## config.mk

```make
export PLATFORM = sky130hd
export DESIGN_NAME = axil_seq_top
export DESIGN_NICKNAME = d
export VERILOG_FILES = /design/src/axil_seq_pkg.sv /design/src/cmd_if.sv /design/src/cmd_table.sv /design/src/axil_cmd_seq.sv /design/src/result_store.sv /design/src/axil_seq_top.sv
export VERILOG_INCLUDE_DIRS = /design/src
export SDC_FILE = /design/constraint.sdc
export NUM_CORES = 2
export LEC_CHECK = 0
export ABC_AREA = 1
export BUFFER_PORTS_ARGS = -buffer_cell sky130_fd_sc_hd__clkbuf_2
export CORE_ASPECT_RATIO = 0.8
export CORE_UTILIZATION = 55
export CTS_BUF_LIST = sky130_fd_sc_hd__clkbuf_4 sky130_fd_sc_hd__clkbuf_8 sky130_fd_sc_hd__clkbuf_16
export CTS_CLUSTER_SIZE = 8
export DETAILED_ROUTE_END_ITERATION = 8
export PLACE_DENSITY = 0.69
export REMOVE_ABC_BUFFERS = 1
export SETUP_SLACK_MARGIN = 0.4
export SLEW_MARGIN = 20
export SYNTH_ARGS = -nofsm -noshare
export SYNTH_HDL_FRONTEND = slang
export SYNTH_HIERARCHICAL = 1
export SYNTH_SLANG_ARGS = --single-unit
```

## constraint.sdc

```tcl
create_clock -name clock -period 4.84 [get_ports clock]
set_input_delay 0.484 -clock clock [delete_from_list [all_inputs] [get_ports clock]]
set_output_delay 0.484 -clock clock [all_outputs]
set_load 0.01 [all_outputs]
```

## src/axil_seq_macros.svh

```systemverilog
// AXI4-Lite command sequencer sizes
// Table depth and bus widths, shared by the package and the RTL
`ifndef AXIL_SEQ_MACROS_SVH
`define AXIL_SEQ_MACROS_SVH

`default_nettype none

// Number of command table entries, also the result store depth
`define AXIL_SEQ_NUM_CMDS 16

// AXI4-Lite bus widths
`define AXIL_SEQ_ADDR_W 32
`define AXIL_SEQ_DATA_W 32

`default_nettype wire

`endif

```

## src/axil_seq_pkg.sv

```systemverilog
// AXI4-Lite command sequencer package
// Vector types for addresses, data and indices, plus the command
// kind and sequencer state encodings
`include "axil_seq_macros.svh"

`default_nettype none

package axil_seq_pkg;

    localparam int unsigned CMD_INDEX_W = $clog2(`AXIL_SEQ_NUM_CMDS);

    typedef logic [`AXIL_SEQ_ADDR_W-1:0] axil_addr_t;
    typedef logic [`AXIL_SEQ_DATA_W-1:0] axil_data_t;
    typedef logic [CMD_INDEX_W-1:0]      cmd_index_t;
    typedef logic [1:0]                  axil_resp_t;

    // Command kinds held in the table
    typedef enum logic [1:0] {
        cmd_write     = 2'd0,
        cmd_read      = 2'd1,
        cmd_poll      = 2'd2,
        cmd_write_irq = 2'd3
    } cmd_kind_t;

    typedef enum logic [2:0] {
        seq_idle,
        seq_issue,
        seq_wait_resp,
        seq_wait_irq,
        seq_next,
        seq_done
    } seq_state_t;

endpackage

`default_nettype wire

```

## src/cmd_if.sv

```systemverilog
// Command table lookup interface
// The sequencer presents an index, the table answers with that entry
// in the same cycle
`default_nettype none

interface cmd_if;

    axil_seq_pkg::cmd_index_t index;
    axil_seq_pkg::cmd_kind_t  kind;
    axil_seq_pkg::axil_addr_t addr;
    axil_seq_pkg::axil_data_t wdata;
    axil_seq_pkg::axil_data_t mask;
    axil_seq_pkg::axil_data_t match;
    logic                     last;

    modport seq (output index, input kind, addr, wdata, mask, match, last);

    modport tbl (input index, output kind, addr, wdata, mask, match, last);

endinterface

`default_nettype wire

```

## src/cmd_table.sv

```systemverilog
// Command table
// Holds the command list loaded by the host, one whole entry per
// load cycle, and returns the entry selected by the sequencer
`include "axil_seq_macros.svh"

`default_nettype none

module cmd_table (
    input  logic                     clock,
    input  logic                     rst_n,
    input  logic                     cmd_we,
    input  axil_seq_pkg::cmd_index_t cmd_index,
    input  axil_seq_pkg::cmd_kind_t  cmd_kind,
    input  axil_seq_pkg::axil_addr_t cmd_addr,
    input  axil_seq_pkg::axil_data_t cmd_wdata,
    input  axil_seq_pkg::axil_data_t cmd_mask,
    input  axil_seq_pkg::axil_data_t cmd_match,
    input  logic                     cmd_last,
    cmd_if.tbl                       cmd
);
    import axil_seq_pkg::*;

    cmd_kind_t  kind_mem  [`AXIL_SEQ_NUM_CMDS];
    axil_addr_t addr_mem  [`AXIL_SEQ_NUM_CMDS];
    axil_data_t wdata_mem [`AXIL_SEQ_NUM_CMDS];
    axil_data_t mask_mem  [`AXIL_SEQ_NUM_CMDS];
    axil_data_t match_mem [`AXIL_SEQ_NUM_CMDS];
    logic [`AXIL_SEQ_NUM_CMDS-1:0] last_mem;

    // Last flags start cleared so a stale table cannot end a run early
    always_ff @(posedge clock or negedge rst_n) begin
        if (!rst_n) begin
            last_mem <= '0;
        end else if (cmd_we) begin
            last_mem[cmd_index] <= cmd_last;
        end
    end

    always_ff @(posedge clock) begin
        if (cmd_we) begin
            kind_mem[cmd_index]  <= cmd_kind;
            addr_mem[cmd_index]  <= cmd_addr;
            wdata_mem[cmd_index] <= cmd_wdata;
            mask_mem[cmd_index]  <= cmd_mask;
            match_mem[cmd_index] <= cmd_match;
        end
    end

    // Combinational lookup
    assign cmd.kind  = kind_mem[cmd.index];
    assign cmd.addr  = addr_mem[cmd.index];
    assign cmd.wdata = wdata_mem[cmd.index];
    assign cmd.mask  = mask_mem[cmd.index];
    assign cmd.match = match_mem[cmd.index];
    assign cmd.last  = last_mem[cmd.index];

endmodule

`default_nettype wire

```

## src/axil_cmd_seq.sv

```systemverilog
// AXI4-Lite command sequencer
// Walks the command table from entry 0 to the last entry, issuing one
// AXI4-Lite transaction at a time. Polls retry until the masked data
// matches, write_irq entries wait for irq, read data goes to the
// result store and any non-OKAY response sets a sticky error flag
`include "axil_seq_macros.svh"

`default_nettype none

module axil_cmd_seq (
    input  logic                     clock,
    input  logic                     rst_n,
    input  logic                     start,
    output logic                     busy,
    output logic                     done,
    output logic                     error,
    input  logic                     irq,
    cmd_if.seq                       cmd,
    output logic                     res_we,
    output axil_seq_pkg::cmd_index_t res_index,
    output axil_seq_pkg::axil_data_t res_data,
    output logic                     awvalid,
    input  logic                     awready,
    output axil_seq_pkg::axil_addr_t awaddr,
    output logic                     wvalid,
    input  logic                     wready,
    output axil_seq_pkg::axil_data_t wdata,
    input  logic                     bvalid,
    output logic                     bready,
    input  axil_seq_pkg::axil_resp_t bresp,
    output logic                     arvalid,
    input  logic                     arready,
    output axil_seq_pkg::axil_addr_t araddr,
    input  logic                     rvalid,
    output logic                     rready,
    input  axil_seq_pkg::axil_data_t rdata,
    input  axil_seq_pkg::axil_resp_t rresp
);
    import axil_seq_pkg::*;

    localparam axil_resp_t RESP_OKAY = 2'b00;

    seq_state_t state;
    cmd_index_t index;
    logic       aw_done;
    logic       w_done;
    logic       aw_hs;
    logic       w_hs;
    logic       b_hs;
    logic       ar_hs;
    logic       r_hs;
    logic       is_write;
    logic       poll_hit;
    logic       last_entry;

    assign aw_hs = awvalid && awready;
    assign w_hs  = wvalid && wready;
    assign b_hs  = bvalid && bready;
    assign ar_hs = arvalid && arready;
    assign r_hs  = rvalid && rready;

    assign is_write   = (cmd.kind == cmd_write) || (cmd.kind == cmd_write_irq);
    assign poll_hit   = (rdata & cmd.mask) == (cmd.match & cmd.mask);
    // A full table ends the run even without a last flag
    assign last_entry = cmd.last || (index == cmd_index_t'(`AXIL_SEQ_NUM_CMDS - 1));

    assign cmd.index = index;
    assign res_index = index;
    assign bready    = 1'b1;

    always_ff @(posedge clock or negedge rst_n) begin
        if (!rst_n) begin
            state   <= seq_idle;
            index   <= '0;
            busy    <= 1'b0;
            done    <= 1'b0;
            error   <= 1'b0;
            awvalid <= 1'b0;
            wvalid  <= 1'b0;
            arvalid <= 1'b0;
            rready  <= 1'b0;
            aw_done <= 1'b0;
            w_done  <= 1'b0;
            res_we  <= 1'b0;
        end else begin
            done   <= 1'b0;
            res_we <= 1'b0;
            case (state)
                seq_idle: begin
                    if (start) begin
                        busy  <= 1'b1;
                        error <= 1'b0;
                        index <= '0;
                        state <= seq_issue;
                    end
                end
                seq_issue: begin
                    if (is_write) begin
                        awvalid <= 1'b1;
                        wvalid  <= 1'b1;
                        aw_done <= 1'b0;
                        w_done  <= 1'b0;
                    end else begin
                        arvalid <= 1'b1;
                        rready  <= 1'b1;
                    end
                    state <= seq_wait_resp;
                end
                seq_wait_resp: begin
                    if (is_write) begin
                        // AW and W complete independently, B only after both
                        if (aw_hs) begin
                            awvalid <= 1'b0;
                            aw_done <= 1'b1;
                        end
                        if (w_hs) begin
                            wvalid <= 1'b0;
                            w_done <= 1'b1;
                        end
                        if (aw_done && w_done && b_hs) begin
                            if (bresp != RESP_OKAY) begin
                                error <= 1'b1;
                            end
                            state <= (cmd.kind == cmd_write_irq) ? seq_wait_irq : seq_next;
                        end
                    end else begin
                        if (ar_hs) begin
                            arvalid <= 1'b0;
                        end
                        if (r_hs) begin
                            rready <= 1'b0;
                            if (rresp != RESP_OKAY) begin
                                error <= 1'b1;
                            end
                            if (cmd.kind == cmd_poll && !poll_hit) begin
                                // Poll miss, read the same address again
                                arvalid <= 1'b1;
                                rready  <= 1'b1;
                            end else begin
                                res_we <= 1'b1;
                                state  <= seq_next;
                            end
                        end
                    end
                end
                seq_wait_irq: begin
                    if (irq) begin
                        state <= seq_next;
                    end
                end
                seq_next: begin
                    if (last_entry) begin
                        busy  <= 1'b0;
                        done  <= 1'b1;
                        state <= seq_done;
                    end else begin
                        index <= index + 1'b1;
                        state <= seq_issue;
                    end
                end
                seq_done: begin
                    state <= seq_idle;
                end
                default: begin
                    state <= seq_idle;
                end
            endcase
        end
    end

    // Address and data payloads, loaded as each entry is issued
    always_ff @(posedge clock) begin
        if (state == seq_issue) begin
            awaddr <= cmd.addr;
            wdata  <= cmd.wdata;
            araddr <= cmd.addr;
        end
        if (r_hs) begin
            res_data <= rdata;
        end
    end

endmodule

`default_nettype wire

```

## src/result_store.sv

```systemverilog
// Result store
// One data word per command position, written by the sequencer and
// read back by the host through a registered port
`include "axil_seq_macros.svh"

`default_nettype none

module result_store (
    input  logic                     clock,
    input  logic                     rst_n,
    input  logic                     res_we,
    input  axil_seq_pkg::cmd_index_t res_index,
    input  axil_seq_pkg::axil_data_t res_data,
    input  axil_seq_pkg::cmd_index_t res_rd_index,
    output axil_seq_pkg::axil_data_t res_rdata
);
    import axil_seq_pkg::*;

    axil_data_t mem [`AXIL_SEQ_NUM_CMDS];

    always_ff @(posedge clock) begin
        if (res_we) begin
            mem[res_index] <= res_data;
        end
    end

    // Host read, one cycle latency
    always_ff @(posedge clock or negedge rst_n) begin
        if (!rst_n) begin
            res_rdata <= '0;
        end else begin
            res_rdata <= mem[res_rd_index];
        end
    end

endmodule

`default_nettype wire

```

## src/axil_seq_top.sv

```systemverilog
// AXI4-Lite command sequencer top level
// Command table feeding the sequencer, which drives the AXI4-Lite
// master port and fills the result store
`default_nettype none

module axil_seq_top (
    input  logic                     clock,
    input  logic                     rst_n,
    input  logic                     cmd_we,
    input  axil_seq_pkg::cmd_index_t cmd_index,
    input  axil_seq_pkg::cmd_kind_t  cmd_kind,
    input  axil_seq_pkg::axil_addr_t cmd_addr,
    input  axil_seq_pkg::axil_data_t cmd_wdata,
    input  axil_seq_pkg::axil_data_t cmd_mask,
    input  axil_seq_pkg::axil_data_t cmd_match,
    input  logic                     cmd_last,
    input  logic                     start,
    output logic                     busy,
    output logic                     done,
    output logic                     error,
    input  logic                     irq,
    input  axil_seq_pkg::cmd_index_t res_rd_index,
    output axil_seq_pkg::axil_data_t res_rdata,
    output logic                     awvalid,
    input  logic                     awready,
    output axil_seq_pkg::axil_addr_t awaddr,
    output logic                     wvalid,
    input  logic                     wready,
    output axil_seq_pkg::axil_data_t wdata,
    input  logic                     bvalid,
    output logic                     bready,
    input  axil_seq_pkg::axil_resp_t bresp,
    output logic                     arvalid,
    input  logic                     arready,
    output axil_seq_pkg::axil_addr_t araddr,
    input  logic                     rvalid,
    output logic                     rready,
    input  axil_seq_pkg::axil_data_t rdata,
    input  axil_seq_pkg::axil_resp_t rresp
);
    import axil_seq_pkg::*;

    // Sequencer to result store
    logic       res_we;
    cmd_index_t res_index;
    axil_data_t res_data;

    // Entry lookup between table and sequencer
    cmd_if cmd ();

    cmd_table i_cmd_table (.*);

    axil_cmd_seq i_axil_cmd_seq (.*);

    result_store i_result_store (.*);

endmodule

`default_nettype wire

```

[Yosys cells after proc, flatten, opt, wreduce, memory -nomap -nowiden]
Memory sizes are Yosys's and may differ from the RTL's. A register that Yosys moved wholly into a read port is not among the register bits.
Index checks and enable logic that the tools add are counted.
Operators by class
  add/subtract/negate cells: 1
  bitwise gates (word level): 2
  reduce and logical (&&, ||, !) cells: 27
  mux-type cells: 61
  order comparisons: 3
  equality and inequality tests: 24
Operators with widths (count)
  $and 32x32->32: 2
  $mux 1: 38
  $eq 32x32->1: 1
  $mux 3: 8
  $bwmux 16: 1
  $pmux 1 s2: 8
  $pmux 3 s5: 1
  $ne 2x1->1 const B: 6
  $reduce_and 4->1: 3
  $lt 4x5->1 const B: 2
  $ne 2x2->1 const B: 5
  $reduce_bool 2->1: 5
  $reduce_and 3->1: 3
  $logic_and 1x1->1: 8
  $mux 4: 2
  $pmux 4 s2: 1
  $eq 3x2->1 const B: 2
  $ne 3x1->1 const B: 2
  $ne 3x3->1 const B: 2
  $reduce_and 6->1: 1
  $reduce_and 5->1: 1
  $add 4x1->4 const B: 1
  $bmux 1 s4: 1
  $demux 1 s4: 1
  other kinds (10): 13
Word-level totals
  register bits: 65
  input bits: 185
  memories kept: 6
  bits in writable memories: 2592
Memory list
  i_cmd_table.addr_mem: depth 16, width 32, read ports 1, clocked after Yosys merged registers in 1, wr ports 1, RTL line cmd_table.sv:24  | axil_addr_t addr_mem [`AXIL_SEQ_NUM_CMDS];
  i_cmd_table.mask_mem: depth 16, width 32, read ports 1, clocked after Yosys merged registers in 0, wr ports 1, RTL line cmd_table.sv:26  | axil_data_t mask_mem [`AXIL_SEQ_NUM_CMDS];
  i_cmd_table.match_mem: depth 16, width 32, read ports 1, clocked after Yosys merged registers in 0, wr ports 1, RTL line cmd_table.sv:27  | axil_data_t match_mem [`AXIL_SEQ_NUM_CMDS];
  i_cmd_table.wdata_mem: depth 16, width 32, read ports 1, clocked after Yosys merged registers in 1, wr ports 1, RTL line cmd_table.sv:25  | axil_data_t wdata_mem [`AXIL_SEQ_NUM_CMDS];
  i_result_store.mem: depth 16, width 32, read ports 1, clocked after Yosys merged registers in 1, wr ports 1, RTL line result_store.sv:19  | axil_data_t mem [`AXIL_SEQ_NUM_CMDS];
  i_cmd_table.kind_mem: depth 16, width 2, read ports 1, clocked after Yosys merged registers in 0, wr ports 1, RTL line cmd_table.sv:23  | cmd_kind_t kind_mem [`AXIL_SEQ_NUM_CMDS];

[Logic depth before layout (Yosys ltp)]
An unclocked memory read counts as a cell.
  depth after elaboration: 9
  gate-level depth with buffers: 22
  mapped depth without buffers: 19

[By module]
Netlist, hierarchy kept.
By module, submodules not included
  cmd_table: instances 1, cells an instance 7828, area each 86780.7 µm²
  result_store: instances 1, cells an instance 2122, area each 22899.5 µm²
  axil_cmd_seq: instances 1, cells an instance 439, area each 4823.4 µm²

[Least setup slack after synthesis]
Ideal clock, no wire load.
  path type: input -> register
  start: input port cmd_index[1]
  end: register i_cmd_table.last_mem[5]
  buffers on the path: 0
  slack: -5548 ps
  arrival: 9892 ps
  data required time: 4344 ps
  stages: 4
  library setup time: 496 ps
  cell sequence: inv_1 -> nand2_1 -> nor3_1 -> a21oi_1
Between the ends
  longest elaborated chain between the ends: 5
  elaborated cells between the ends (all ways): 6
Ends and longest elaborated chain
  start: declaration: RTL line axil_seq_top.sv:10  | input axil_seq_pkg::cmd_index_t cmd_index,
  $lt 4x5->1 (not written as such) / $ge 4x1->1 (equally long branches): RTL line cmd_table.sv:35  | last_mem[cmd_index] <= cmd_last;
  $logic_and 1x1->1 (not written as such): RTL line cmd_table.sv:35
  $mux 1 (not written as such): RTL line cmd_table.sv:35
  $demux 1 s4 (*)
  $bwmux 16 (*): RTL line cmd_table.sv:35
  end signal: indexed assignment: RTL line cmd_table.sv:35
  end: declaration: RTL line cmd_table.sv:28  | logic [`AXIL_SEQ_NUM_CMDS-1:0] last_mem;
Mark *: on every way between the ends. The rest lies on a longest branch, timed or not.
A chain may end at the register's enable or synchronous reset.

[Final worst setup path]
  start: register i_axil_cmd_seq.index[0], in the netlist i_axil_cmd_seq/cmd.index[0]
  end: register i_axil_cmd_seq.error
Between the ends
  longest elaborated chain between the ends: 5
  elaborated cells between the ends (all ways): 11
Ends and longest elaborated chain
  start: declaration: RTL line axil_cmd_seq.sv:44  | cmd_index_t index;
  start signal: assignment: RTL line axil_cmd_seq.sv:157  | index <= index + 1'b1;
  $mem_v2 16x2 (*)
  via cmd.kind[0]: RTL line cmd_if.sv:9  | axil_seq_pkg::cmd_kind_t kind;
  $eq 2x2->1 / $logic_not 2->1 (equally long branches): RTL line axil_cmd_seq.sv:62  | assign is_write = (cmd.kind == cmd_write) || (cmd.kind == cmd_write_irq);
  $logic_or 1x1->1 (*): RTL line axil_cmd_seq.sv:62
  $ne 3x3->1 (no line), or another cell as far along
  $reduce_and 6->1 (no line) / $pmux 1 s2 (equally long branches)
  end signal: assignment: RTL line axil_cmd_seq.sv:77  | error <= 1'b0;
  end signal: assignment: RTL line axil_cmd_seq.sv:92  | error <= 1'b0;
  end signal: assignment: RTL line axil_cmd_seq.sv:122  | error <= 1'b1;
  end: declaration: RTL line axil_cmd_seq.sv:16  | output logic error,
The timed path passes the listed nets; every way through them passes the cells marked *.

==> metrics.log <==
[metrics] Worst R2R End: i_axil_cmd_seq/error
[metrics] Synth Area in Compound Gates: 0.158%
[metrics] clock skew after layout: 41.5 ps
[metrics] Setup CP Type: register to register
[metrics] most instantiated cells after synthesis: sky130_fd_sc_hd__nand2_1, sky130_fd_sc_hd__edfxtp_1, sky130_fd_sc_hd__nand3_1, sky130_fd_sc_hd__inv_1, sky130_fd_sc_hd__buf_2
[metrics] first-pass GRT wire length: 453000 um
[metrics] area fraction of the dominant cell type after synthesis: 70.5%
[metrics] leakage power: roughly 54 nW
[metrics] Resized cells post-CTS: 0
[metrics] Sinks on Clock Net: 2753
[metrics] Slowest-stage cell, CP: sky130_fd_sc_hd__dfrtp_4
[metrics] maximum resistive drop on vdd: 0.611 mV
[metrics] list of cells traversed by the critical path: inv_16, buf_12, nand2_1, nand2_1, nand2_1, nand3_1, nand3_1, nand2_1, inv_1, ha_1, inv_1, nor3_1, o21ai_0, a31oi_1, a21oi_1, dlygate4sd3_1
[metrics] simple-gate share of the synthesized area: 20.9%
[metrics] instance count along the most critical hold path: 1
[metrics] cell type contributing the most total cell area after synthesis: sky130_fd_sc_hd__edfxtp_1
[metrics] fraction of synthesis flops using an asynchronous set or reset pin: 2.36%
[metrics] xor-xnor portion of the synthesized cell area: 0%
[metrics] Total GRT Usage: between 20 and 30%
[metrics] ports placed on the boundary: 321
[metrics] status: complete, no violations
[metrics] Final Max Tran Viols: 0
[metrics] cell depth of the worst flop-to-flop path: 16
[metrics] number of nets in the layout: 11100
[metrics] kind of capture point of the worst setup path: register
[metrics] First-pass DRT Iterations: 8
[metrics] clock tree from TritonCTS: done
[metrics] power density of the placed cells: ~530 nW/um2
[metrics] source of the worst register-to-register timing path: i_axil_cmd_seq/cmd.index[0]
[metrics] summed negative setup slack over all endpoints: 0 ps
[metrics] Critical path buffers and inverters: 5
[metrics] EDFF count, synth: between 2000 and 3000
[metrics] number of vias after detailed routing: 76800
[metrics] clock latency at the later pin of the worst-skew pair: 950 ps
[metrics] tightest slew margin relative to the limit: 18.5%
[metrics] TritonCTS Buffers: slightly below 400
[metrics] Worst Path Arrival: 4950 ps
[metrics] GR Overflow Total: 0
[metrics] Clk pin slew, worst setup/hold paths: 50 ps
[metrics] endpoint of the worst hold path: i_cmd_table/addr_mem[6][0]
[metrics] count of unique library cells instantiated by Yosys: 32
[metrics] dominant cell by count in the synthesized netlist: sky130_fd_sc_hd__nand2_1
[metrics] Top FF cell, synth: sky130_fd_sc_hd__edfxtp_1
[metrics] setup repair after global routing missed its margin: false
[metrics] period utilisation layout: a little under nine tenths
[metrics] largest net degree at the start of global routing: between 200 and 250
[metrics] post-synthesis cell area: 115000 um2
[metrics] dominant delay contributor by cell family on the critical path: buffers and inverters
[metrics] Filler Cells Inserted: between 15000 and 20000
[metrics] register bit total from synthesis: 2753
[metrics] Register-to-Register Setup Slack: 690 ps
[metrics] maximum level of the CTS H-tree: 5
[metrics] total stage count of the critical path: 16
[metrics] classification of the worst-slack hold path: primary input to register
[metrics] sort of element at the start of the critical path: register
[metrics] biggest fanout along the worst timing path: 176
[metrics] number of violations reported at the end of detailed-routing iteration 0: 9463
[metrics] area enclosed by the die boundary: 210000 um2
[metrics] area added between synthesis and finish: 14.7%
[metrics] Die Y: 410 um
[metrics] number of antenna violations at the first check in global routing: 30
[metrics] wirelength, routed: 303000 um
[metrics] number of remaining DRC errors: 0
[metrics] slew at the pin closest to its max-slew limit: 1220 ps
[metrics] final antenna-violating net count: 0
[metrics] average cell area after synthesis: 11.0 um2
[metrics] number of standard cells after synthesis: 10400
[metrics] main combinational cell family by area after synthesis: simple AND/OR/NAND/NOR gates
[metrics] final setup violating endpoints: 0
[metrics] launch instance of the worst min-delay path: cmd_addr[0]
[metrics] root buffer cell: sky130_fd_sc_hd__clkbuf_16
[metrics] dominant cell type by count on the critical path: sky130_fd_sc_hd__nand2_1
[metrics] total core area: 207000 um2
[metrics] ratio of cells with drive above 1 in the final layout: 9.92%
[metrics] routed length per placed instance: 22.1 um
[metrics] buffer levels on the longest clock path: 4
[metrics] maximum cell stage delay along the critical path: 650 ps
[metrics] post-layout min period: 4150 ps
[metrics] buffers added on ports: 319
[metrics] GP Congestion: 0.826
[metrics] Chip Width: 512 um
[metrics] largest cells by area after synthesis: sky130_fd_sc_hd__edfxtp_1, sky130_fd_sc_hd__nand2_1, sky130_fd_sc_hd__nand3_1
[metrics] mux share of post-synthesis cell area: 0%
[metrics] number of endpoints with negative hold slack in the final report: 0
[metrics] sequential element share of the synthesized area: 71.9%
[metrics] count of maximum capacitance violations: 0
[metrics] starting density of the core: 55.4%
[metrics] Row Count: about 150
[metrics] post-synthesis share of cell area spent on full adders, half adders and majority gates: 0.0437%
[metrics] Yosys warning total: 6
[metrics] via-per-instance ratio: 5.59
[metrics] required time worst endpoint: 5640 ps
[metrics] tightest hold margin: 57.0 ps
[metrics] DP HPWL: roughly 150000 um
[metrics] vias in the first global route: around 73000
[metrics] Fmax achieved: 241 MHz
through the flow:
step / total power, W / cell area [um2] / util, % / setup slack [ps] / cells
6_report: 0.0691 / 131000 / 63.6 / 688 / 13700
5_1_grt: 0.0721 / 131000 / 63.6 / 433 / 13700
4_1_cts: 0.0692 / 131000 / 63.5 / 752 / 13700
3_5_place_dp: 0.0443 / 119000 / 57.4 / 997 / 13000
3_3_place_gp: 0.0440 / 119000 / 57.4 / 975 / 13000
2_1_floorplan: 0.0353 / 111000 / - / -40800 / 9812
sequential cells by signal (all words and copies together) (netlist names), 3 cells and up:
name / count
i_axil_cmd_seq/cmd.index: 4
i_cmd_table/mask_mem: 512
i_axil_cmd_seq/res_data: 32
i_result_store/res_rdata: 32
i_cmd_table/last_mem: 16
i_axil_cmd_seq/wdata: 32
i_cmd_table/match_mem: 512
i_axil_cmd_seq/state: 3
i_axil_cmd_seq/araddr: 32
i_cmd_table/wdata_mem: 512
i_cmd_table/kind_mem: 32
i_cmd_table/addr_mem: 512
i_result_store/mem: 512
cells by family (layout without fill, tap and decap cells):
family                   Yosys count  count (layout)
adder cells (fa/ha/maj)            4               4
buffers and inverters           1883            2492
other                              1              17
flip-flops                      2753            2753
AND/OR/NAND/NOR                 5713            5713
AO/OA/AOI/OAI                     35              35
worst max path at each step:
stage	startpoint	endpoint	slack (ps)
floorplan	i_axil_cmd_seq/cmd.index[0]	i_axil_cmd_seq/cmd.index[3]	-40800
global placement	i_axil_cmd_seq/cmd.index[0]	i_axil_cmd_seq/state[1]	980
detailed placement	i_axil_cmd_seq/cmd.index[0]	i_axil_cmd_seq/state[1]	1000
CTS	i_axil_cmd_seq/cmd.index[0]	i_axil_cmd_seq/error	750
global route	i_axil_cmd_seq/cmd.index[0]	i_axil_cmd_seq/error	430
finish	i_axil_cmd_seq/cmd.index[0]	i_axil_cmd_seq/error	690
routing by layer:
metal | wire [um] | vias to the layer above | global-route usage (%)
met1 | 122000 | 36900 | 39.9
met2 | 143000 | 3951 | 45.9
met4 | 9680 | 20 | 10.4
met3 | 28000 | 656 | 4.63
li1 | - | 35200 | -
met5 | 110 | - | 0
placed cells by master, fill, tap and decap left out, drive strengths merged, types with 16 or more instances in the layout:
master / count
buf: 179
clkbuf: 833
dfrtp: 65
diode: 16
dlygate4sd3: 169
edfxtp: 2688
inv: 1308
nand2: 3706
nand3: 1921
nor2: 51
o21ai: 21
or2: 23
layout make-up:
class                           instances  area (um2)  area share [%]
Clock inverter                          5        68.8          0.0524
Sequential cell                      2753       82400            62.7
Multi-Input combinational cell       5753       24400            18.6
Antenna cell                           16        40.0          0.0305
Tap cell                             2718        3400            2.59
Inverter                             1306        5020            3.82
Timing Repair Buffer                  664        5080            3.87
Clock buffer                          517       11000            8.35
report_power, final:
| group | internal, W | switching, W | leakage, nW |
|---|---|---|---|
| registers | 0.0274 | 0.000579 | 25.1 |
| clock network | 0.0155 | 0.00928 | 5.53 |
| logic | 0.00479 | 0.0115 | 23.2 |
timing repair:
action | CTS | global route
endpoints found under the hold margin | 2128 | 0
setup buffers | 0 | 0
hold buffers | 169 | 0
endpoints found under the setup margin | 0 | 0
Power figures use the tool's default switching activity.
